## config.mk

```make
export PLATFORM = sky130hd
export DESIGN_NAME = bit_plane_mux
export DESIGN_NICKNAME = d
export VERILOG_FILES = /design/src/verilog/hub75_pkg.sv /design/src/verilog/bit_plane_mux.sv
export VERILOG_INCLUDE_DIRS = /design/src /design/src/verilog
export SDC_FILE = /design/constraint.sdc
export NUM_CORES = 1
export LEC_CHECK = 0
export ABC_AREA = 1
export BUFFER_PORTS_ARGS = -buffer_cell sky130_fd_sc_hd__buf_2
export CORE_MARGIN = 10
export CORE_UTILIZATION = 35
export DETAILED_ROUTE_END_ITERATION = 7
export GPL_ROUTABILITY_DRIVEN = 0
export PLACE_DENSITY = 0.67
export SLEW_MARGIN = 20
export SYNTH_ARGS = -nofsm -noshare
export SYNTH_HDL_FRONTEND = slang
export SYNTH_SLANG_ARGS = --single-unit
export TNS_END_PERCENT = 1
```

## constraint.sdc

```tcl
create_clock -name clk_in -period 3.4 [get_ports clk_in]
set_input_delay 0.17 -clock clk_in [delete_from_list [all_inputs] [get_ports clk_in]]
set_output_delay 0.17 -clock clk_in [all_outputs]
set_load 0.02 [all_outputs]
```

## src/verilog/hub75_consts.svh

```systemverilog
`ifndef HUB75_CONSTS_SVH
`define HUB75_CONSTS_SVH

// panel geometry
// columns shifted per row
`define HUB75_WIDTH 64

// rows per half, scanned as top/bottom pairs
`define HUB75_HALF_HEIGHT 16

// colour depth
// bits per channel, one bit plane each
`define HUB75_DEPTH 6

// enable timing
// plane 0 window in clk_in cycles
// plane p is lit for base << p cycles
`define HUB75_OE_BASE 4

// datapath alignment
// scan address to panel pins, in cycles
// one for the store read, one for the output registers
`define HUB75_READ_LATENCY 2

`endif

```

## src/verilog/hub75_pkg.sv

```systemverilog
`include "hub75_consts.svh"

package hub75_pkg;

    // one colour value, one bit per plane
    typedef logic [`HUB75_DEPTH-1:0] channel_t;

    // channel slots inside a pixel, red on top
    localparam int CH_RED = 2;
    localparam int CH_GREEN = 1;
    localparam int CH_BLUE = 0;

    // 18 bit pixel as three channels
    typedef channel_t [2:0] pixel_t;

    // column index, 0..63
    typedef logic [$clog2(`HUB75_WIDTH)-1:0] column_t;

    // row pair index, 0..15
    typedef logic [$clog2(`HUB75_HALF_HEIGHT)-1:0] row_t;

    // bit plane index, 0..5
    typedef logic [$clog2(`HUB75_DEPTH)-1:0] plane_t;

    // full panel row as the host sees it
    // msb picks the bottom bank
    typedef logic [$clog2(2 * `HUB75_HALF_HEIGHT)-1:0] write_row_t;

endpackage

```

## src/verilog/bit_plane_mux.sv

```systemverilog
`timescale 1ns/1ps
`include "hub75_consts.svh"

module bit_plane_mux (
    input  logic              clk_in,
    input  logic              reset,
    input  hub75_pkg::pixel_t top_pixel,
    input  hub75_pkg::pixel_t bottom_pixel,
    input  hub75_pkg::plane_t plane,
    input  logic              shift_strobe,
    input  logic              latch_strobe,
    input  logic              oe_active,
    input  hub75_pkg::row_t   display_row,
    output logic              r0,
    output logic              g0,
    output logic              b0,
    output logic              r1,
    output logic              g1,
    output logic              b1,
    output logic              panel_clk,
    output logic              lat,
    output logic              oe_n,
    output hub75_pkg::row_t   row_address
);
    import hub75_pkg::*;

    // stages to line scan timing up with the store read
    localparam int STAGES = `HUB75_READ_LATENCY - 1;

    // shift gets one extra stage, panel_clk lands on the second cycle
    logic [STAGES:0] shift_pipe;
    logic [STAGES-1:0] latch_pipe;
    logic [STAGES-1:0] oe_pipe;
    plane_t plane_pipe [STAGES];

    logic shift_aligned;
    logic latch_aligned;
    logic oe_aligned;
    plane_t plane_aligned;

    assign shift_aligned = shift_pipe[STAGES-1];
    assign latch_aligned = latch_pipe[STAGES-1];
    assign oe_aligned = oe_pipe[STAGES-1];
    assign plane_aligned = plane_pipe[STAGES-1];

    always_ff @(posedge clk_in) begin
        if (reset) begin
            shift_pipe <= '0;
            latch_pipe <= '0;
            oe_pipe <= '0;
        end else begin
            shift_pipe[0] <= shift_strobe;
            latch_pipe[0] <= latch_strobe;
            oe_pipe[0] <= oe_active;
            for (int i = 1; i < STAGES; i++) begin
                latch_pipe[i] <= latch_pipe[i-1];
                oe_pipe[i] <= oe_pipe[i-1];
            end
            for (int i = 1; i <= STAGES; i++) begin
                shift_pipe[i] <= shift_pipe[i-1];
            end
        end
    end

    always_ff @(posedge clk_in) begin
        plane_pipe[0] <= plane;
        for (int i = 1; i < STAGES; i++) begin
            plane_pipe[i] <= plane_pipe[i-1];
        end
    end

    // pick the plane bit, held over both cycles of the column
    always_ff @(posedge clk_in) begin
        if (shift_aligned) begin
            r0 <= top_pixel[CH_RED][plane_aligned];
            g0 <= top_pixel[CH_GREEN][plane_aligned];
            b0 <= top_pixel[CH_BLUE][plane_aligned];
            r1 <= bottom_pixel[CH_RED][plane_aligned];
            g1 <= bottom_pixel[CH_GREEN][plane_aligned];
            b1 <= bottom_pixel[CH_BLUE][plane_aligned];
        end
    end

    always_ff @(posedge clk_in) begin
        if (reset) begin
            lat <= 1'b0;
            panel_clk <= 1'b0;
            oe_n <= 1'b1;
            row_address <= '0;
        end else begin
            lat <= latch_aligned;
            // rising edge mid column, data already stable
            panel_clk <= shift_pipe[STAGES];
            // LEDs dark while the latch is open
            oe_n <= !oe_aligned || latch_aligned;
            // display_row already trails the latch by a cycle
            if (latch_aligned) begin
                row_address <= display_row;
            end
        end
    end

endmodule

```

==> results of run 1 <==
-- synth_stat cells, drive strengths merged --
library cell,instances,area [um^2]
o211ai,6,45.04
dfxtp,14,280.3
or2,7,43.79
nand3,12,60.06
inv,34,132.6
nand2,56,220.2
buf,4,38.78
edfxtp,6,180.2
clkinv,1,5.000
nor2,6,25.03
-- metal layers --
metal  vias to the layer above  part of all wire, %  GRT usage (%)
met5                         -                    0              0
met4                         0                  1.3          2.642
met3                         4                  6.3          3.989
met2                        21                   56          19.22
met1                       450                   36          10.32
li1                        558                    -              -
-- kinds of logic (layout without fill, tap and decap cells) --
| family | Yosys count | in the layout | synth area share, % |
|---|---|---|---|
| AO/OA/AOI/OAI | 6 | 6 | 4.369 |
| buffers and inverters | 39 | 102 | 17.11 |
| flip-flops | 20 | 20 | 44.66 |
| AND/OR/NAND/NOR | 81 | 81 | 33.86 |
-- repair_timing --
action                                 CTS  global route
setup buffers                            0             0
endpoints found under the hold margin    3             0
hold buffers                             3             0
-- cell type report --
type / instances / area [um^2]
tap: 31 / 38.79
fill: 295 / 1384
sequential: 20 / 460.4
clock buffer: 4 / 36.28
inverter: 35 / 137.6
timing repair buffer: 63 / 330.3
multi-input combinational: 87 / 394.1
-- per-stage QoR --
step	std cells	util, %
floorplan	146	-
global placement	233	47.86
detailed placement	233	47.86
CTS	240	50.25
global route	240	50.25
finish	240	50.25
-- worst max-delay path, cell delays in order, from the launching register on --
cell,delay (ns)
dfxtp_1,0.75
inv_6,0.16
o211ai_1,0.21
nand2_1,0.07
-- power groups by stage --
stage	clock [mW]	combinational, mW	sequential (mW)
after floorplan	0	0.0475	0.273
after global routing	0.152	0.100	0.268
after global placement	0	0.0854	0.271
after CTS	0.140	0.0892	0.266
after detailed placement	0	0.0863	0.271
final	0.133	0.0875	0.266
-- worst paths after layout --
kind	slack, ns	startpoint	end
worst min-delay path	0.06	display_row[2]	row_address[2]
worst max register to register	1.97	plane_pipe[0][0]	g0
worst max-delay path	1.97	plane_pipe[0][0]	g0
worst min register to register	0.38	oe_aligned	oe_n
==> results_dict.tcl, run 1 <==
set metrics [dict create \
    power.clock.fraction_pct 27.4 \
    synth_cell_types 15 \
    layout_commonest_cell "buf_2" \
    routed_wl_um 2744 \
    worstHoldPathType "in -> reg" \
    grt_pass1_wl_um 4478 \
    setup_ws_ns 1.969 \
    period_needed_ns 1.431 \
    ys.warnings.count 0 \
    syn2layout_area_growth_pct 35.56 \
    grt_max_degree 20 \
    syn_area_per_cell_um2 7.062 \
    cts.sinks 20 \
    wl_per_cell_um 11.43 \
    synth.ff_latch_count 20 \
    final_cell_mix "buf_2, nand2_1, inv_1" \
    port_buffers 60 \
    antenna_found_initial 0 \
    clockBufferDepth 2 \
    num-nets-final 258 \
    layout-drive-gt1-share_pct 34.93 \
    power_mw 0.4862 \
    fmax_ghz 0.6990 \
    drc 0 \
    grt_usage_pct 10.25 \
    finClkSkew_ns 0.005517 \
    gr-total-overflow 0 \
    cts.reportedPaths.clkPinSlew_ns 0.11 \
    dpl_worst_slack_ns 1.966 \
    internal_power_mw 0.3649 \
    drt_iter0_drc 40 \
    initial_core_util_pct 37.07 \
    slew_headroom_pct 56.42 \
    ant_nets 0 \
    end_kind "flop" \
    maxSlewViolCount 0 \
    finish.instance_area_um2 1398 \
    die_area_um2 5517 \
    regMostFlops "row_address" \
    ys_seq_area_share_pct 44.66 \
    irDropWorstVdd_mv 0.3244 \
    period_share_pct 42.08 \
    drt_pass1_iterations 4 \
    hold_ws_ns 0.06156 \
    vias 1033 \
    htree_levels 1 \
    path_max_fanout 19 \
    startpoint_type "flop" \
    power_frac_seq_pct 54.6 \
    worstHoldPathCells 3 \
    core_area_um2 2781 \
    status "finished clean" \
    cap_viol_max_count 0 \
    die_w_um 74.28 \
    tightest_slew_ns 0.6528 \
    largestRegisters "row_address x4, plane_pipe x3, shift_pipe x2" \
    clkLatencyLatePin_ns 0.29 \
    power_leakage_nw 0.8473 \
    critPathRequiredTime_ns 3.45 \
    p_switching_mw 0.1213 \
    antennaDiodeCount 0 \
    synthesis.nets 194 \
    fin_tns_setup_ns 0 \
    grt_pass1_vias 1006 \
    root_buffer "clkbuf_4" \
    largest_reg_flops 4 \
    setup-violations-final 0 \
    cts_buffers 3 \
    rsz0062_at_grt "no" \
    rows 19 \
    syn-cell-area_um2 1031 \
    io_pins 61 \
    critPathKind "reg -> reg" \
    worstPathArrival_ns 1.49 \
    placed_area_um2 1331 \
    p_sw_share_pct 24.95 \
    power_density_nw_per_um2 347.9 \
    syn_inst 146 \
    power_frac_comb_pct 18.0 \
    tritoncts "yes" \
    hpwlAfterDp_um 2325 \
    ctsResizeCount 0 \
    ff2ff_path_depth 3 \
    vias_per_cell 4.304 \
    fp.dieH_um 74.28 \
    hold_violations 0 \
]
Power figures use the tool's default switching activity.
==> run 2: changes to the inputs <==
- clock period: 3.4 -> 1.5 ns (I/O delays scaled with it)
==> run 2 against run 1 <==
Combinational power is 150% higher; clock skew is 0.0054 ns higher; worst setup slack worse by 1.7 ns; final cell count is 3.3% higher; first-iteration DRC count is 18% lower; fmax is 20% higher; count of clock-buffer cells in the layout stayed put; die area stayed put; non-clock buffer count is 8 higher; critical path depth is 2 higher; global-route usage is 0.57 points higher; critical path type unchanged; largest cell class unchanged; largest power group unchanged.
==> results_dict.tcl, run 2 (same netlist as run 1, synthesis figures left out) <==
set metrics [dict create \
    rsz0062_at_grt "no" \
    htree_levels 1 \
    vias 1087 \
    hpwlAfterDp_um 2343 \
    power_leakage_nw 0.8748 \
    gr-total-overflow 0 \
    p_sw_share_pct 25.90 \
    hold_violations 0 \
    final_cell_mix "buf_2, nand2_1, inv_1" \
    slew_headroom_pct 77.78 \
    cts.reportedPaths.clkPinSlew_ns 0.11 \
    drt_pass1_iterations 4 \
    period_share_pct 79.24 \
    layout-drive-gt1-share_pct 33.64 \
    num-nets-final 266 \
    startpoint_type "flop" \
    worstPathArrival_ns 1.24 \
    tightest_slew_ns 0.3333 \
    die_area_um2 5517 \
    rows 19 \
    vias_per_cell 4.383 \
    root_buffer "clkbuf_4" \
    layout_commonest_cell "buf_2" \
    io_pins 61 \
    syn2layout_area_growth_pct 42.48 \
    dp_cells 233 \
    clkLatencyLatePin_ns 0.30 \
    clockBufferDepth 2 \
    power_density_nw_per_um2 732.0 \
    regMostFlops "row_address" \
    grt_usage_pct 10.82 \
    status "finished clean" \
    setup-violations-final 0 \
    grt_pass1_wl_um 4767 \
    drc 0 \
    largestRegisters "row_address x4, plane_pipe x3, shift_pipe x2" \
    end_kind "flop" \
    path_max_fanout 8 \
    power_frac_comb_pct 20.0 \
    drt_iter0_drc 33 \
    finClkSkew_ns 0.01090 \
    fillers 274 \
    antenna_found_initial 0 \
    grt_pass1_vias 1098 \
    grt_max_degree 20 \
    fmax_ghz 0.8413 \
    cap_viol_max_count 0 \
    wl_per_cell_um 11.41 \
    largest_reg_flops 4 \
    port_buffers 60 \
    die_w_um 74.28 \
    fin_cells 248 \
    irDropWorstVdd_mv 0.7013 \
    regArea_um2 461.7 \
    fin_tns_setup_ns 0 \
    tritoncts "yes" \
    multi_input_area_um2 394.1 \
    maxSlewViolCount 0 \
    period_needed_ns 1.189 \
    core_area_um2 2781 \
    internal_power_mw 0.7967 \
    cts.sinks 20 \
    cts_buffers 3 \
    initial_core_util_pct 37.07 \
    critPathKind "reg -> reg" \
    power_frac_seq_pct 56.0 \
    ant_nets 0 \
    routed_wl_um 2829 \
    fin_util_pct 52.81 \
    fp.dieH_um 74.28 \
    critPathRequiredTime_ns 1.55 \
    power.clock.fraction_pct 24.0 \
    worstHoldPathType "in -> reg" \
    p_switching_mw 0.2785 \
    antennaDiodeCount 0 \
]
## run 2: metal layers
layer	vias up	part of all wire [%]	GRT usage, %
li1	575	-	-
met5	-	0	0
met2	21	57	20.74
met4	0	2.3	3.252
met3	6	5.5	3.723
met1	485	36	10.62
## run 2: layout make-up
type,count,share of cell area [%]
sequential,20,31.43
timing repair buffer,71,27.94
multi-input combinational,87,26.83
inverter,35,9.370
tap,31,2.641
clock buffer,4,1.789
## run 2: repair_timing
item	4_1_cts	5_1_grt
setup endpoints to repair	0	6
setup buffers	0	0
hold endpoints to repair	10	1
gates resized for setup	0	1
hold buffers	10	1
## run 2: through the flow
stage          total power [mW]  hold WS (ns)  setup slack, ns  instance area (um^2)
5_1_grt                   1.150        0.1030           0.1835                  1469
4_1_cts                   1.088      0.007116          0.08045                  1458
6_report                  1.075        0.1015           0.3114                  1469
3_5_place_dp             0.8107        0.1796          0.08613                  1331
2_1_floorplan            0.7269        0.1027           0.4176                  1031
3_3_place_gp             0.8074        0.1772           0.1153                  1331
## run 2: final timing paths
path	start	endpoint	slack (ns)	cells past startpoint
setup / recovery	plane_pipe[0][1]	g0	0.31	5
setup reg to reg	plane_pipe[0][1]	g0	0.31	5
hold reg to reg	oe_aligned	oe_n	0.38	1
hold / removal	bottom_pixel[11]	g1	0.10	3
## run 2: worst max-delay path: stages, from the launching register on
cell	delay (ns)
dfxtp_1	0.50
inv_1	0.18
nand3_1	0.12
nand2_1	0.05
nand2_1	0.05
nand2_1	0.05
## run 2: power by group through the flow
stage | combinational, mW | sequential (mW) | clock [mW]
2_1_floorplan | 0.108 | 0.619 | 0
3_3_place_gp | 0.194 | 0.614 | 0
3_5_place_dp | 0.196 | 0.615 | 0
4_1_cts | 0.217 | 0.602 | 0.269
5_1_grt | 0.246 | 0.608 | 0.297
6_report | 0.215 | 0.602 | 0.259
==> run 3: changes to the inputs <==
- PLACE_DENSITY: 0.67 -> 0.69
- clock period: 1.5 -> 0.95 ns (I/O delays scaled with it)
==> run 3 against run 2 <==
The run now ends with setup timing left; total power up 80%; sequential share of layout area decreased by 2.0 points; clock skew down 0.0080 ns; wire length grew 5.2%; global-route usage about the same; critical endpoint is now r0; largest cell class unchanged; largest power group unchanged.
==> results_dict.tcl, run 3 (same netlist as run 1, synthesis figures left out) <==
set metrics [dict create \
    fp.dieH_um 74.28 \
    grt_max_degree 20 \
    largestRegisters "row_address x4, plane_pipe x3, shift_pipe x2" \
    htree_levels 1 \
    gr-total-overflow 0 \
    fmax_ghz 0.8854 \
    path_max_fanout 20 \
    worstHoldPathCells 3 \
    routed_wl_um 2975 \
    largest_reg_flops 4 \
    root_buffer "clkbuf_4" \
    die_area_um2 5517 \
    startpoint_type "flop" \
    antennaDiodeCount 0 \
    ff2ff_path_depth 4 \
    regMostFlops "row_address" \
    drt_pass1_iterations 4 \
    grt_usage_pct 10.81 \
    status "finished, violations left" \
    period_share_pct 118.9 \
    regArea_um2 461.7 \
    vias 1104 \
    finClkSkew_ns 0.002867 \
    port_buffers 60 \
    setup_ws_ns -0.1794 \
    finish.instance_area_um2 1570 \
    grt_pass1_vias 1065 \
    hold_ws_ns 0.06279 \
    slew_headroom_pct 80.67 \
    fillers 267 \
    power_leakage_nw 0.9226 \
    hpwlAfterDp_um 2329 \
    layout-drive-gt1-share_pct 36.65 \
    io_pins 61 \
    cts.sinks 20 \
    critPathKind "reg -> reg" \
    vias_per_cell 4.381 \
    multi_input_area_um2 406.6 \
    irDropWorstVdd_mv 1.045 \
    layout_commonest_cell "buf_2" \
    period_needed_ns 1.129 \
    placed_area_um2 1366 \
    violations "setup timing" \
    wl_per_cell_um 11.81 \
    tritoncts "yes" \
    core_area_um2 2781 \
    cts.reportedPaths.clkPinSlew_ns 0.12 \
    hold_start "top_pixel[11]" \
    die_w_um 74.28 \
    drc 0 \
    end_kind "flop" \
    worstPathArrival_ns 1.21 \
    rows 19 \
    num-nets-final 270 \
    clkLatencyLatePin_ns 0.31 \
    rsz0062_at_grt "yes" \
    final_cell_mix "buf_2, nand2_1, inv_1" \
    r2r_setup_slack_ns -0.18 \
    drt_iter0_drc 46 \
    antenna_found_initial 0 \
    hold_violations 0 \
    ant_nets 0 \
    timing.rr.start "plane_pipe[0][0]" \
    clockBufferDepth 2 \
    min_to "g0" \
    tightest_slew_ns 0.2896 \
    syn2layout_area_growth_pct 52.31 \
    maxSlewViolCount 0 \
    initial_core_util_pct 37.07 \
    cap_viol_max_count 0 \
    post_cts_buffers 0 \
    r2r_end "r0" \
    critPathRequiredTime_ns 1.03 \
    cts_buffers 3 \
    grt_pass1_wl_um 4705 \
    setup-violations-final 6 \
    worstHoldPathType "in -> reg" \
    power_density_nw_per_um2 1232 \
]
[run 3: critical path: stages (launching register included)]
cell	delay, ns
dfxtp_2	0.35
buf_12	0.15
or2_1	0.23
o211ai_1	0.09
nand2_1	0.07
[run 3: how the worst max path moves through the flow]
stage | startpoint | to | slack (ns) | depth (start not counted)
3_5_place_dp | plane_pipe[0][0] | g0 | -0.19 | 7
5_1_grt | plane_pipe[0][0] | b0 | -0.23 | 4
2_1_floorplan | plane_pipe[0][0] | b0 | -0.13 | 8
6_report | plane_pipe[0][0] | r0 | -0.18 | 4
4_1_cts | plane_pipe[0][0] | b0 | -0.17 | 4
3_3_place_gp | plane_pipe[0][0] | b1 | -0.18 | 7
[run 3: area by class of cell]
type,instances,share of cell area [%]
flip-flops and latches,20,29.40
repair buffers,74,29.16
multi-input cells,87,25.90
inverters,35,9.482
clock buffers,4,3.028
well taps,31,2.470
repair inverters,1,0.5578
[run 3: timing repair]
| item | 4_1_cts | 5_1_grt |
|---|---|---|
| gates cloned | 0 | 1 |
| gates resized for setup | 5 | 6 |
| hold buffers | 11 | 0 |
| setup endpoints to repair | 6 | 8 |
| endpoints found under the hold margin | 12 | 0 |
| pin swaps | 1 | 3 |
[run 3: metrics by stage]
step / TNS, ns / cells / total power [mW] / setup slack, ns / util [%]
after detailed placement: -1.110 / 236 / 1.296 / -0.1922 / 49.12
after floorplan: -0.7536 / 146 / 1.148 / -0.1324 / -
after CTS: -0.9638 / 251 / 1.932 / -0.1740 / 55.38
final: -0.9690 / 252 / 1.935 / -0.1794 / 56.46
after global routing: -1.286 / 252 / 2.035 / -0.2280 / 56.46
after global placement: -1.026 / 236 / 1.291 / -0.1819 / 49.12
[run 3: per-layer routing]
| layer | share of wire (%) | GRT usage [%] | vias to the layer above |
|---|---|---|---|
| met5 | 0 | 0 | - |
| li1 | - | - | 582 |
| met3 | 7.0 | 3.723 | 9 |
| met4 | 3.5 | 5.691 | 0 |
| met2 | 53 | 19.13 | 28 |
| met1 | 37 | 10.98 | 485 |
[run 3: report_power, final]
part           internal [mW]  switching (mW)
registers              0.920          0.0176
clock network          0.322           0.285
logic                  0.197           0.194
