## src/verilog/hub75_consts.svh

```systemverilog
`ifndef HUB75_CONSTS_SVH
`define HUB75_CONSTS_SVH

// panel geometry
// columns shifted per row
`define HUB75_WIDTH 64

// rows per half, scanned as top/bottom pairs
`define HUB75_HALF_HEIGHT 16

// colour depth
// bits per channel, one bit plane each
`define HUB75_DEPTH 6

// enable timing
// plane 0 window in clk_in cycles
// plane p is lit for base << p cycles
`define HUB75_OE_BASE 4

// datapath alignment
// scan address to panel pins, in cycles
// one for the store read, one for the output registers
`define HUB75_READ_LATENCY 2

`endif

```

## src/verilog/hub75_pkg.sv

```systemverilog
`include "hub75_consts.svh"

package hub75_pkg;

    // one colour value, one bit per plane
    typedef logic [`HUB75_DEPTH-1:0] channel_t;

    // channel slots inside a pixel, red on top
    localparam int CH_RED = 2;
    localparam int CH_GREEN = 1;
    localparam int CH_BLUE = 0;

    // 18 bit pixel as three channels
    typedef channel_t [2:0] pixel_t;

    // column index, 0..63
    typedef logic [$clog2(`HUB75_WIDTH)-1:0] column_t;

    // row pair index, 0..15
    typedef logic [$clog2(`HUB75_HALF_HEIGHT)-1:0] row_t;

    // bit plane index, 0..5
    typedef logic [$clog2(`HUB75_DEPTH)-1:0] plane_t;

    // full panel row as the host sees it
    // msb picks the bottom bank
    typedef logic [$clog2(2 * `HUB75_HALF_HEIGHT)-1:0] write_row_t;

endpackage

```

## src/verilog/matrix_scan.sv

```systemverilog
`timescale 1ns/1ps
`include "hub75_consts.svh"

module matrix_scan (
    input  logic               clk_in,
    input  logic               reset,
    // column being shifted, 63 down to 0
    output hub75_pkg::column_t column_address,
    // row pair being shifted
    output hub75_pkg::row_t    scan_row,
    // row pair on display after the last latch
    output hub75_pkg::row_t    display_row,
    // bit plane being shifted
    output hub75_pkg::plane_t  plane,
    output logic               shift_strobe,
    output logic               latch_strobe,
    output logic               oe_active
);
    import hub75_pkg::*;

    // two cycles per column
    localparam int SHIFT_CYCLES = 2 * `HUB75_WIDTH;
    localparam int SHIFT_W = $clog2(SHIFT_CYCLES + 1);

    // longest window is the msb plane
    localparam int OE_MAX = `HUB75_OE_BASE << (`HUB75_DEPTH - 1);
    localparam int OE_W = $clog2(OE_MAX + 1);

    localparam plane_t TOP_PLANE = plane_t'(`HUB75_DEPTH - 1);

    // cycles into the current shift
    // parks at SHIFT_CYCLES once all columns are out
    logic [SHIFT_W-1:0] shift_cnt;

    // cycles left in the enable window
    logic [OE_W-1:0] oe_cnt;

    logic shifting;
    logic [OE_W-1:0] oe_window;

    assign shifting = shift_cnt < SHIFT_W'(SHIFT_CYCLES);

    // strobe on the first cycle of each column pair
    assign shift_strobe = shifting && !shift_cnt[0];

    // count up, columns go out high to low
    // inverting the pair index gives 63 - n
    assign column_address = ~column_t'(shift_cnt >> 1);

    // latch waits for both the shift and the old window
    // with the longest window at 128 this is always cycle 128
    assign latch_strobe = !shifting && (oe_cnt == '0);

    assign oe_active = (oe_cnt != '0);

    // binary weighted window for the plane being latched
    assign oe_window = OE_W'(`HUB75_OE_BASE) << plane;

    always_ff @(posedge clk_in) begin
        if (reset) begin
            shift_cnt <= '0;
            oe_cnt <= '0;
        end else if (latch_strobe) begin
            // next shift overlaps the window just opened
            shift_cnt <= '0;
            oe_cnt <= oe_window;
        end else begin
            if (shifting) begin
                shift_cnt <= shift_cnt + 1'b1;
            end
            if (oe_active) begin
                oe_cnt <= oe_cnt - 1'b1;
            end
        end
    end

    // plane and row walk, msb plane first
    always_ff @(posedge clk_in) begin
        if (reset) begin
            plane <= TOP_PLANE;
            scan_row <= '0;
            display_row <= '0;
        end else if (latch_strobe) begin
            // the row just shifted goes on display
            display_row <= scan_row;
            if (plane == '0) begin
                // last plane done, move to next pair
                // 4 bit row wraps 15 -> 0 on its own
                plane <= TOP_PLANE;
                scan_row <= scan_row + 1'b1;
            end else begin
                plane <= plane - 1'b1;
            end
        end
    end

endmodule

```

## config.mk

```make
export PLATFORM = sky130hd
export DESIGN_NAME = matrix_scan
export DESIGN_NICKNAME = d
export VERILOG_FILES = /design/src/verilog/hub75_pkg.sv /design/src/verilog/matrix_scan.sv
export VERILOG_INCLUDE_DIRS = /design/src /design/src/verilog
export SDC_FILE = /design/constraint.sdc
export NUM_CORES = 1
export LEC_CHECK = 0
export BUFFER_PORTS_ARGS = -buffer_cell sky130_fd_sc_hd__buf_2
export CAP_MARGIN = 20
export CORE_ASPECT_RATIO = 1.25
export CORE_MARGIN = 2
export CORE_UTILIZATION = 45
export CTS_CLUSTER_SIZE = 10
export DETAILED_ROUTE_END_ITERATION = 8
export PLACE_DENSITY = 0.72
export SYNTH_ARGS = -nofsm -noshare
export SYNTH_HDL_FRONTEND = slang
export SYNTH_SLANG_ARGS = --single-unit
```

## constraint.sdc

```tcl
create_clock -name clk_in -period 2.2 [get_ports clk_in]
set_input_delay 0.22 -clock clk_in [delete_from_list [all_inputs] [get_ports clk_in]]
set_output_delay 0.22 -clock clk_in [all_outputs]
set_load 0.1 [all_outputs]
```

==> metrics.log, run 1 <==
[metrics] run status: finished clean
[metrics] number of register bits inferred by synthesis: 27
[metrics] kind of start point of the critical path: flip-flop
[metrics] wire per inst: 13.34 microns
[metrics] DP HPWL: 2040 microns
[metrics] worst endpoint data arrival time: 1900 ps
[metrics] post-synthesis average cell area: 8.742 sq um
[metrics] number of buffers created by CTS: 3
[metrics] placeable core region: between 2000 and 3000 sq um
[metrics] Initial Utilization: roughly half
[metrics] count of input and output buffers: 21
[metrics] layout filler cell count: 270
[metrics] first-pass GRT wire length: approximately 4700 microns
[metrics] width of the die: 52.44 microns
[metrics] most congested layer reported by global routing: met2
[metrics] Top-Level Pins: 22
[metrics] H-Tree Level Count: 1
[metrics] Final Hold Violating Endpoints: 0
[metrics] Finish-stage setup viols: 0
[metrics] worst-margin pin slew: 541.4 ps
[metrics] clock root buffer: sky130_fd_sc_hd__clkbuf_4
[metrics] layout overhead on the synthesized area: 14.41%
[metrics] aggregate global routing overflow: 0
[metrics] maximum number of pins on one net before global-route repair: 17
[metrics] TritonRoute pass-1 iters: 4
[metrics] required time of the critical path: 1980 ps
[metrics] min cycle time layout: 2123 ps
[metrics] Async S/R FF share, synth: 0%
[metrics] DR iter-0 viols: 34
[metrics] share of final-layout standard cells stronger than drive strength 1: 23.12%
[metrics] Worst Path Max Fanout: 6
[metrics] final sum of negative setup slack: 0 ps
[metrics] Post-Synthesis Cells: ~150
[metrics] worst hold path type: in -> reg
[metrics] total number of nets in the final design: ~180
[metrics] EDFF count, synth: 0
[metrics] Final Core Density: 55.27%
[metrics] post-synth design cell area: 1320 sq um
[metrics] number of global-route vias before repair: 1053
[metrics] maximum VDD drop: around 0.00059 V
[metrics] total inserted antenna cells: 0
[metrics] number of design rule violations left after detail routing: 0
[metrics] Critical Path Sink Type: primary output
[metrics] via count: 1127
[metrics] Worst Skew: around 9.5 ps
[metrics] final number of max-transition violations: 0
[metrics] GP Congestion: 0.8311
[metrics] maximum number of buffers from clock root to sink: 2
[metrics] via density per instance: 5.444
[metrics] commonest non-fill, non-tap cells in the layout: 27 x sky130_fd_sc_hd__dfxtp_1, 19 x sky130_fd_sc_hd__nor2_1, 19 x sky130_fd_sc_hd__buf_2, 12 x sky130_fd_sc_hd__nand2_1, 10 x sky130_fd_sc_hd__a21oi_1
[metrics] Leak Pwr: 0.5905 nW
[metrics] yosys warns: 0
[metrics] global-route met3 utilization: 2.304%
[metrics] max_cap viols: 0
[metrics] power per cell area: 957.3 nW/um^2
[metrics] GR Util met1: ~22%
[metrics] global-route track usage on met2: 31.25%
[metrics] most common library cell in the layout ignoring fill and taps: sky130_fd_sc_hd__dfxtp_1
[metrics] Yosys cell types: 43
[metrics] cts-stage hold buffer count: 0
[metrics] startpoint of the worst hold path: reset
[metrics] Synth Net Count: 156
[metrics] all-layer global routing usage: around 18%
[metrics] Setup crit start: oe_cnt[3]$_SDFFE_PP0P_
[metrics] die outline area: 3385 sq um
[metrics] number of antenna violations at the first check in global routing: 0
[metrics] origin of the critical flop-to-flop path: oe_cnt[3]$_SDFFE_PP0P_
[metrics] period utilization: between 90% and 100%
[metrics] Most used DFF post-synth: sky130_fd_sc_hd__dfxtp_1
[metrics] clock-pin slew reported for the worst setup and hold paths after clock tree synthesis: 150 ps
[metrics] classification of the worst setup path: reg -> out
[metrics] Relative slew margins: about 64%
[metrics] clock sink count: 27
[metrics] portion of the post-synthesis area used by sequential elements: about 41%
[metrics] number of placement rows: 21
[metrics] Die Ht: ~65 microns
[metrics] CTS tree: done
[metrics] worst-skew pair later-pin latency: 330 ps
[metrics] DRT antenna net count: 0
[metrics] total wirelength of the detailed-routed design: 2761 microns
[metrics] fmax: 0.4710 GHz
## layer usage
metal | vias to the layer above | share of wire [%]
li1 | 559 | -
met1 | 531 | 43
met2 | 31 | 51
met3 | 6 | 3.9
met4 | 0 | 2.3
met5 | - | 0
## through the flow
step | cells | worst slack [ps] | area (sq um) | power, mW | hold slack, ps
floorplan | 151 | 248.0 | 1320 | 1.100 | 289.1
global placement | 201 | 399.4 | 1456 | 1.177 | 442.3
detailed placement | 201 | 330.5 | 1456 | 1.203 | 451.0
CTS | 206 | 47.28 | 1498 | 1.431 | 218.5
global route | 207 | -3.951 | 1510 | 1.535 | 235.2
finish | 207 | 76.74 | 1510 | 1.446 | 220.3
## path summary, 6_finish.rpt
path                                                    end  slack (ps)  cells after the start
worst max register to register       oe_cnt[1]$_SDFFE_PP0P_         330                      5
worst min register to register  display_row[1]$_SDFFE_PP0P_         470                      2
worst min-delay path               scan_row[0]$_SDFFE_PP0P_         220                      2
worst max-delay path                              oe_active          80                      4
## sequential cells by signal (all words and copies together) (netlist names)
register     flops
display_row      4
scan_row         4
shift_cnt        8
plane            3
oe_cnt           8
## cell type report
class                   instances  area [sq um]  area share (%)
flip-flops and latches         27         540.5           35.79
clock buffers                   3         22.52           1.491
inverters                      10         41.29           2.734
multi-input cells             107         705.7           46.73
repair buffers                 25         152.6           10.11
well taps                      34         42.54           2.817
clock inverters                 1         5.005          0.3314
## critical path: stages (launching register included)
cell                      delay, ps
sky130_fd_sc_hd__dfxtp_1        410
sky130_fd_sc_hd__or4_4          600
sky130_fd_sc_hd__nor3b_4        240
sky130_fd_sc_hd__inv_2           90
sky130_fd_sc_hd__buf_4          240
## repair_timing
action,4_1_cts,5_1_grt
endpoints found under the setup margin,2,2
hold endpoints to repair,0,0
setup buffers,1,1
resized for setup,2,2
pin swaps,0,1
## kinds of logic (layout without fill, tap and decap cells)
kind of cell	Yosys count	in the layout	synth area share, %
mux	2	2	1.611
fa+ha+maj	3	3	2.844
compound gates	24	24	12.04
flops	27	27	40.95
simple gates	66	66	28.63
xor+xnor	12	12	7.962
buf+inv	17	39	5.971
## power breakdown
part | internal [mW] | switching, mW
clock network | 0.0684 | 0.150
registers | 0.543 | 0.0688
logic | 0.261 | 0.355
total | 0.873 | 0.573
## Yosys cell counts, types with 3 or more instances
cell / n / area, sq um
sky130_fd_sc_hd__nand3_1: 9 / 45.04
sky130_fd_sc_hd__inv_1: 9 / 33.78
sky130_fd_sc_hd__clkbuf_1: 3 / 11.26
sky130_fd_sc_hd__ha_1: 3 / 37.54
sky130_fd_sc_hd__xnor2_1: 7 / 61.31
sky130_fd_sc_hd__dfxtp_1: 27 / 540.5
sky130_fd_sc_hd__nand2b_1: 3 / 18.77
sky130_fd_sc_hd__nor2_1: 19 / 71.32
sky130_fd_sc_hd__xor2_1: 5 / 43.79
sky130_fd_sc_hd__o21ai_0: 3 / 15.01
sky130_fd_sc_hd__nand2_1: 13 / 48.80
sky130_fd_sc_hd__nor3_1: 3 / 15.01
sky130_fd_sc_hd__a21oi_1: 10 / 50.05
No activity file was read; power rests on OpenSTA's default activity.
==> run 2, diff against run 1 <==
Settings changed: PLACE_DENSITY 0.72 to unset, PLACE_DENSITY_LB_ADDON set to 0.05.
==> run 2 against run 1 <==
Global-route usage down 0.24 points. Highest routed layer unchanged. Cell count unchanged. Critical path type unchanged. Worst hold slack better by 15 ps. Combinational power down 2%. Critical path depth unchanged. Non-clock buffer count unchanged. Worst setup slack better by 24 ps.
==> metrics.log, run 2 (synthesis gave the netlist of run 1 again) <==
[metrics] max_cap viols: 0
[metrics] number of global-route vias before repair: ~1000
[metrics] Fin Hold WS: 235.0 ps
[metrics] classification of the worst setup path: reg -> out
[metrics] total inserted antenna cells: 0
[metrics] Die Ht: about 65 microns
[metrics] run status: finished clean
[metrics] period utilization: 95.41%
[metrics] maximum number of pins on one net before global-route repair: 17
[metrics] all-layer global routing usage: 17.78%
[metrics] final number of max-transition violations: 0
[metrics] Worst Path Max Fanout: 6
[metrics] number of placement rows: 21
[metrics] die outline area: between 3000 and 4000 sq um
[metrics] worst hold path type: in -> reg
[metrics] final sum of negative setup slack: 0 ps
[metrics] total wirelength of the detailed-routed design: ~2600 microns
[metrics] Top-Level Pins: 22
[metrics] worst-skew pair later-pin latency: 330 ps
[metrics] worst endpoint data arrival time: 1880 ps
[metrics] met3 routed wirelength: 103 microns
[metrics] Final Hold Violating Endpoints: 0
[metrics] number of buffers created by CTS: 3
[metrics] wire per inst: 12.72 microns
[metrics] TritonRoute pass-1 iters: 4
[metrics] DR iter-0 viols: 21
[metrics] biggest registers after layout: oe_cnt x8, shift_cnt x8
[metrics] H-Tree Level Count: 1
[metrics] total number of nets in the final design: 179
[metrics] Overall Power: 1.428 mW
[metrics] GP Congestion: just under 0.8
[metrics] DP HPWL: between 2000 and 2500 microns
[metrics] CTS tree: done
[metrics] fin cells: 207
[metrics] top metal layer carrying routed signals: met4
[metrics] commonest non-fill, non-tap cells in the layout: 27 x sky130_fd_sc_hd__dfxtp_1, 19 x sky130_fd_sc_hd__nor2_1, 19 x sky130_fd_sc_hd__buf_2, 13 x sky130_fd_sc_hd__nand2_1, 10 x sky130_fd_sc_hd__a21oi_1
[metrics] wl on met1: ~1100 microns
[metrics] Critical Path Sink Type: primary output
[metrics] unrepaired setup endpoints after global routing: false
[metrics] Leak Pwr: 0.5871 nW
[metrics] layout overhead on the synthesized area: 14.12%
[metrics] min cycle time layout: about 2100 ps
[metrics] fmax: ~0.48 GHz
[metrics] width of the die: roughly 52 microns
[metrics] maximum VDD drop: slightly above 0.0005 V
[metrics] cts-stage hold buffer count: 0
[metrics] DRT antenna net count: 0
[metrics] clock sink count: 27
[metrics] Relative slew margins: 57.47%
[metrics] via density per instance: 5.179
[metrics] met2 routed wirelength: 1362 microns
[metrics] Initial Utilization: 48.31%
[metrics] first-pass GRT wire length: 4450 microns
[metrics] count of input and output buffers: 21
[metrics] required time of the critical path: around 2000 ps
[metrics] power per cell area: 948.0 nW/um^2
[metrics] via count: 1072
[metrics] kind of start point of the critical path: flip-flop
[metrics] clock-pin slew reported for the worst setup and hold paths after clock tree synthesis: 130 ps
[metrics] number of antenna violations at the first check in global routing: 0
[metrics] DP Cell Count: around 200
[metrics] layout filler cell count: 267
[metrics] Worst Skew: 6.890 ps
[metrics] Finish-stage setup viols: 0
[metrics] aggregate global routing overflow: 0
[metrics] most common library cell in the layout ignoring fill and taps: sky130_fd_sc_hd__dfxtp_1
[metrics] worst-margin pin slew: between 600 and 700 ps
[metrics] number of design rule violations left after detail routing: 0
[metrics] share of final-layout standard cells stronger than drive strength 1: between 20% and 30%
[metrics] placeable core region: 2733 sq um
[metrics] clock root buffer: sky130_fd_sc_hd__clkbuf_4
[metrics] maximum number of buffers from clock root to sink: 2
==> run 2: cell type report <==
cell class              instances  area (sq um)  area share (%)
multi-input cells             107         703.2           46.68
flip-flops and latches         27         540.5           35.88
repair buffers                 25         152.6           10.13
well taps                      34         42.54           2.824
inverters                      10         41.29           2.741
clock buffers                   4         26.28           1.744
==> run 2: final timing paths <==
check | startpoint | cells past startpoint | endpoint | slack, ps
max | oe_cnt[3]$_SDFFE_PP0P_ | 4 | oe_active | 100
min reg2reg | display_row[2]$_SDFFE_PP0P_ | 2 | display_row[2]$_SDFFE_PP0P_ | 460
min | reset | 2 | scan_row[2]$_SDFFE_PP0P_ | 230
max reg2reg | oe_cnt[3]$_SDFFE_PP0P_ | 5 | oe_cnt[1]$_SDFFE_PP0P_ | 370
==> run 2: metal layers <==
layer	vias up	global-route usage [%]
li1	553	-
met1	489	19.80
met2	25	32.19
met3	5	2.074
met4	0	8.654
met5	-	0
==> run 2: critical path: stages, from the launching register on <==
cell                      delay [ps]
sky130_fd_sc_hd__dfxtp_1         410
sky130_fd_sc_hd__or4_4           590
sky130_fd_sc_hd__nor3b_4         230
sky130_fd_sc_hd__inv_2            80
sky130_fd_sc_hd__buf_4           240
==> run 2: power by group <==
part / internal (mW) / switching [mW] / total, mW
Combinational: 0.261 / 0.340 / 0.601
Sequential: 0.543 / 0.0701 / 0.613
Clock: 0.0712 / 0.143 / 0.214
Total: 0.875 / 0.553 / 1.43
==> run 2: through the flow <==
step                instance area [sq um]  setup WS [ps]  util (%)
floorplan                            1320          248.0         -
global placement                     1456          398.4     53.30
detailed placement                   1456          351.5     53.30
CTS                                  1485          6.564     54.35
global route                         1506          2.317     55.13
finish                               1506          100.9     55.13
==> run 2: timing repair <==
item / CTS / global route
setup endpoints to repair: 1 / 2
setup buffers: 0 / 2
resized for setup: 1 / 2
pin swaps: 0 / 1
==> run 3, diff against run 2 <==
Settings changed: ABC_AREA set to 1, CTS_BUF_LIST set to sky130_fd_sc_hd__clkbuf_4 sky130_fd_sc_hd__clkbuf_8.
==> run 3 against run 2 <==
Wire length rose by 11%. Critical path type unchanged. Worst setup slack improved by 70 ps. Cell count rose by 22%. Critical endpoint is now latch_strobe. Area after synthesis rose by 4.3%. Register-to-register slack improved by 160 ps. Combinational power rose by 40%. Global-route usage rose by 1.7 points. Maximum frequency rose by 3.5%. Synthesized cell count rose by 29%. Critical path depth rose by 3.
==> metrics.log, run 3 <==
[metrics] maximum number of pins on one net before global-route repair: 17
[metrics] placeable core region: 2918 sq um
[metrics] period utilization: 92.22%
[metrics] Most used DFF post-synth: sky130_fd_sc_hd__dfxtp_1
[metrics] main area contributors after synthesis: sky130_fd_sc_hd__dfxtp_1 39%, sky130_fd_sc_hd__nand2_1 9.3%, sky130_fd_sc_hd__nor2_1 7.4%, sky130_fd_sc_hd__inv_1 7.1%, sky130_fd_sc_hd__a21oi_1 5.5%
[metrics] wire per inst: 11.63 microns
[metrics] Yosys cell types: 24
[metrics] GP Congestion: 0.7356
[metrics] Initial Utilization: between 40% and 50%
[metrics] number of antenna violations at the first check in global routing: 0
[metrics] Worst Skew: 8.954 ps
[metrics] buffers inserted during post-CTS setup optimization: 0
[metrics] post-synth design cell area: 1376 sq um
[metrics] Die Ht: 65.83 microns
[metrics] via density per instance: 5.099
[metrics] final number of max-transition violations: 0
[metrics] number of global-route vias before repair: ~1200
[metrics] all-layer global routing usage: 19.45%
[metrics] fmax: 0.4929 GHz
[metrics] H-Tree Level Count: 1
[metrics] kind of start point of the critical path: flip-flop
[metrics] Worst Path Max Fanout: 16
[metrics] aggregate global routing overflow: 0
[metrics] Async S/R FF share, synth: 0%
[metrics] clock-pin slew reported for the worst setup and hold paths after clock tree synthesis: 140 ps
[metrics] fraction of power spent switching nets: 47.32%
[metrics] final sum of negative setup slack: 0 ps
[metrics] area share of the largest cell type after synthesis: 39.27%
[metrics] Seq pwr share: 37.5%
[metrics] run status: finished clean
[metrics] min cycle time layout: approximately 2000 ps
[metrics] max_cap viols: 0
[metrics] post-synthesis average cell area: between 7 and 8 sq um
[metrics] required time of the critical path: 1980 ps
[metrics] internal power component: 0.8922 mW
[metrics] portion of the post-synthesis area used by sequential elements: 39.27%
[metrics] TritonRoute pass-1 iters: 6
[metrics] most common cell in the netlist: sky130_fd_sc_hd__nand2_1
[metrics] number of placement rows: 22
[metrics] post-detailed-placement cell area: 1509 sq um
[metrics] total inserted antenna cells: 0
[metrics] first-pass GRT wire length: 5209 microns
[metrics] Post-Synthesis Cells: 195
[metrics] total wirelength of the detailed-routed design: around 3000 microns
[metrics] biggest registers after layout: oe_cnt x8, shift_cnt x8
[metrics] maximum VDD drop: 0.0009347 V
[metrics] DP HPWL: ~2300 microns
[metrics] Synth Net Count: 200
[metrics] die outline area: 3520 sq um
[metrics] combinational cell fraction of total power: 49.6%
[metrics] maximum number of buffers from clock root to sink: 2
[metrics] Final Hold Violating Endpoints: 0
[metrics] DR iter-0 viols: 34
[metrics] Finish-stage setup viols: 0
[metrics] clock sink count: 27
[metrics] number of design rule violations left after detail routing: 0
[metrics] number of register bits inferred by synthesis: 27
[metrics] count of input and output buffers: 21
[metrics] post-placement worst setup slack: slightly below 500 ps
[metrics] classification of the worst setup path: reg -> out
[metrics] unrepaired setup endpoints after global routing: false
[metrics] DRT antenna net count: 0
[metrics] via count: 1285
[metrics] worst hold path type: in -> reg
[metrics] worst endpoint data arrival time: 1810 ps
[metrics] most common library cell in the layout ignoring fill and taps: sky130_fd_sc_hd__nand2_1
[metrics] largest area contributor in the netlist: sky130_fd_sc_hd__dfxtp_1
[metrics] leading post-synthesis cells by instance count: 34 x sky130_fd_sc_hd__nand2_1, 27 x sky130_fd_sc_hd__dfxtp_1, 27 x sky130_fd_sc_hd__nor2_1, 26 x sky130_fd_sc_hd__inv_1, 15 x sky130_fd_sc_hd__a21oi_1
[metrics] P_sw: 0.8013 mW
[metrics] relative contribution of the clock network to total power: 12.9%
[metrics] total number of nets in the final design: 222
[metrics] commonest non-fill, non-tap cells in the layout: 34 x sky130_fd_sc_hd__nand2_1, 27 x sky130_fd_sc_hd__nor2_1, 27 x sky130_fd_sc_hd__dfxtp_1, 26 x sky130_fd_sc_hd__inv_1, 20 x sky130_fd_sc_hd__buf_2
[metrics] EDFF count, synth: 0
[metrics] layout overhead on the synthesized area: 12.00%
[metrics] clock root buffer: sky130_fd_sc_hd__clkbuf_4
[metrics] power per cell area: 1099 nW/um^2
[metrics] Leak Pwr: 0.6790 nW
[metrics] layout filler cell count: between 300 and 400
[metrics] Top-Level Pins: 22
[metrics] Critical Path Sink Type: primary output
[metrics] design area: 1541 sq um
[metrics] setup ws final: 171.2 ps
[metrics] number of buffers created by CTS: 3
[metrics] flop2flop setup slack: 530 ps
[metrics] Relative slew margins: between 60% and 70%
[metrics] worst-margin pin slew: ~550 ps
[metrics] yosys warns: 0
[metrics] worst-skew pair later-pin latency: 310 ps
[metrics] CTS tree: done
[metrics] share of final-layout standard cells stronger than drive strength 1: roughly 20%
[metrics] width of the die: between 50 and 60 microns
## run 3: cell types whose count changed after synthesis, moves of 4 or more
cell                      change
sky130_fd_sc_hd__o21ai_1      +5
sky130_fd_sc_hd__inv_1       +17
sky130_fd_sc_hd__o21ai_0      +4
sky130_fd_sc_hd__nand2_2      +4
sky130_fd_sc_hd__nand4_1      +8
sky130_fd_sc_hd__nand2_1     +21
sky130_fd_sc_hd__a21oi_1      +5
sky130_fd_sc_hd__nor2_1       +8
sky130_fd_sc_hd__xnor2_1      -7
sky130_fd_sc_hd__nor2_2       +6
## run 3: per-layer routing
layer  global-route usage (%)  up-vias  share of wire (%)
met5                        0        -                  0
met4                    5.769        0               0.75
met3                    2.715        2                2.8
met2                    35.49       21                 53
met1                    22.76      590                 43
li1                         -      672                  -
## run 3: repair_timing
item / 4_1_cts / 5_1_grt
gates resized for setup: 0 / 1
hold buffers: 0 / 0
endpoints found under the setup margin: 0 / 1
## run 3: cells by family (layout without fill, tap and decap cells)
kind of cell	Yosys count	after routing	share of synthesized area, %
XOR/XNOR	3	3	1.909
buffers and inverters	34	55	10.54
AO/OA/AOI/OAI	30	30	11.55
flip-flops	27	27	39.27
adder cells (fa/ha/maj)	3	3	2.728
AND/OR/NAND/NOR	98	98	34.00
## run 3: path summary, 6_finish.rpt
| check | start | to | depth (start not counted) |
|---|---|---|---|
| setup / recovery | oe_cnt[0]$_SDFFE_PP0P_ | latch_strobe | 7 |
| setup reg to reg | oe_cnt[0]$_SDFFE_PP0P_ | scan_row[0]$_SDFFE_PP0P_ | 7 |
| hold / removal | reset | scan_row[3]$_SDFFE_PP0P_ | 2 |
| hold reg to reg | display_row[1]$_SDFFE_PP0P_ | display_row[1]$_SDFFE_PP0P_ | 2 |
## run 3: per-stage QoR
step                      cells  total power, mW  hold slack [ps]  utilization, %
final                       252            1.693            140.0           52.83
after global routing        252            1.836            121.3           52.83
after CTS                   252            1.705            128.6           52.74
after detailed placement    248            1.486            468.7           51.72
after global placement      248            1.471            464.9           51.72
after floorplan             195            1.371            289.1               -
## run 3: cell type report
| type | instances | area (sq um) | share of cell area [%] |
|---|---|---|---|
| multi-input cells | 134 | 690.7 | 44.81 |
| flip-flops and latches | 27 | 540.5 | 35.06 |
| repair buffers | 21 | 120.1 | 7.792 |
| inverters | 30 | 115.1 | 7.467 |
| well taps | 36 | 45.04 | 2.922 |
| clock buffers | 4 | 30.03 | 1.948 |
## run 3: worst max-delay path, stage by stage (launching register included)
cell	delay, ps
sky130_fd_sc_hd__dfxtp_1	370
sky130_fd_sc_hd__inv_1	80
sky130_fd_sc_hd__ha_1	260
sky130_fd_sc_hd__nand2_2	100
sky130_fd_sc_hd__nor2_2	130
sky130_fd_sc_hd__nand3_4	200
sky130_fd_sc_hd__inv_4	170
sky130_fd_sc_hd__buf_12	180
## run 3: power groups by stage
| stage | registers [mW] | logic [mW] | clock network (mW) |
|---|---|---|---|
| 2_1_floorplan | 0.625 | 0.746 | 0 |
| 3_3_place_gp | 0.643 | 0.828 | 0 |
| 3_5_place_dp | 0.646 | 0.839 | 0 |
| 4_1_cts | 0.634 | 0.841 | 0.230 |
| 5_1_grt | 0.644 | 0.944 | 0.248 |
| 6_report | 0.635 | 0.841 | 0.218 |
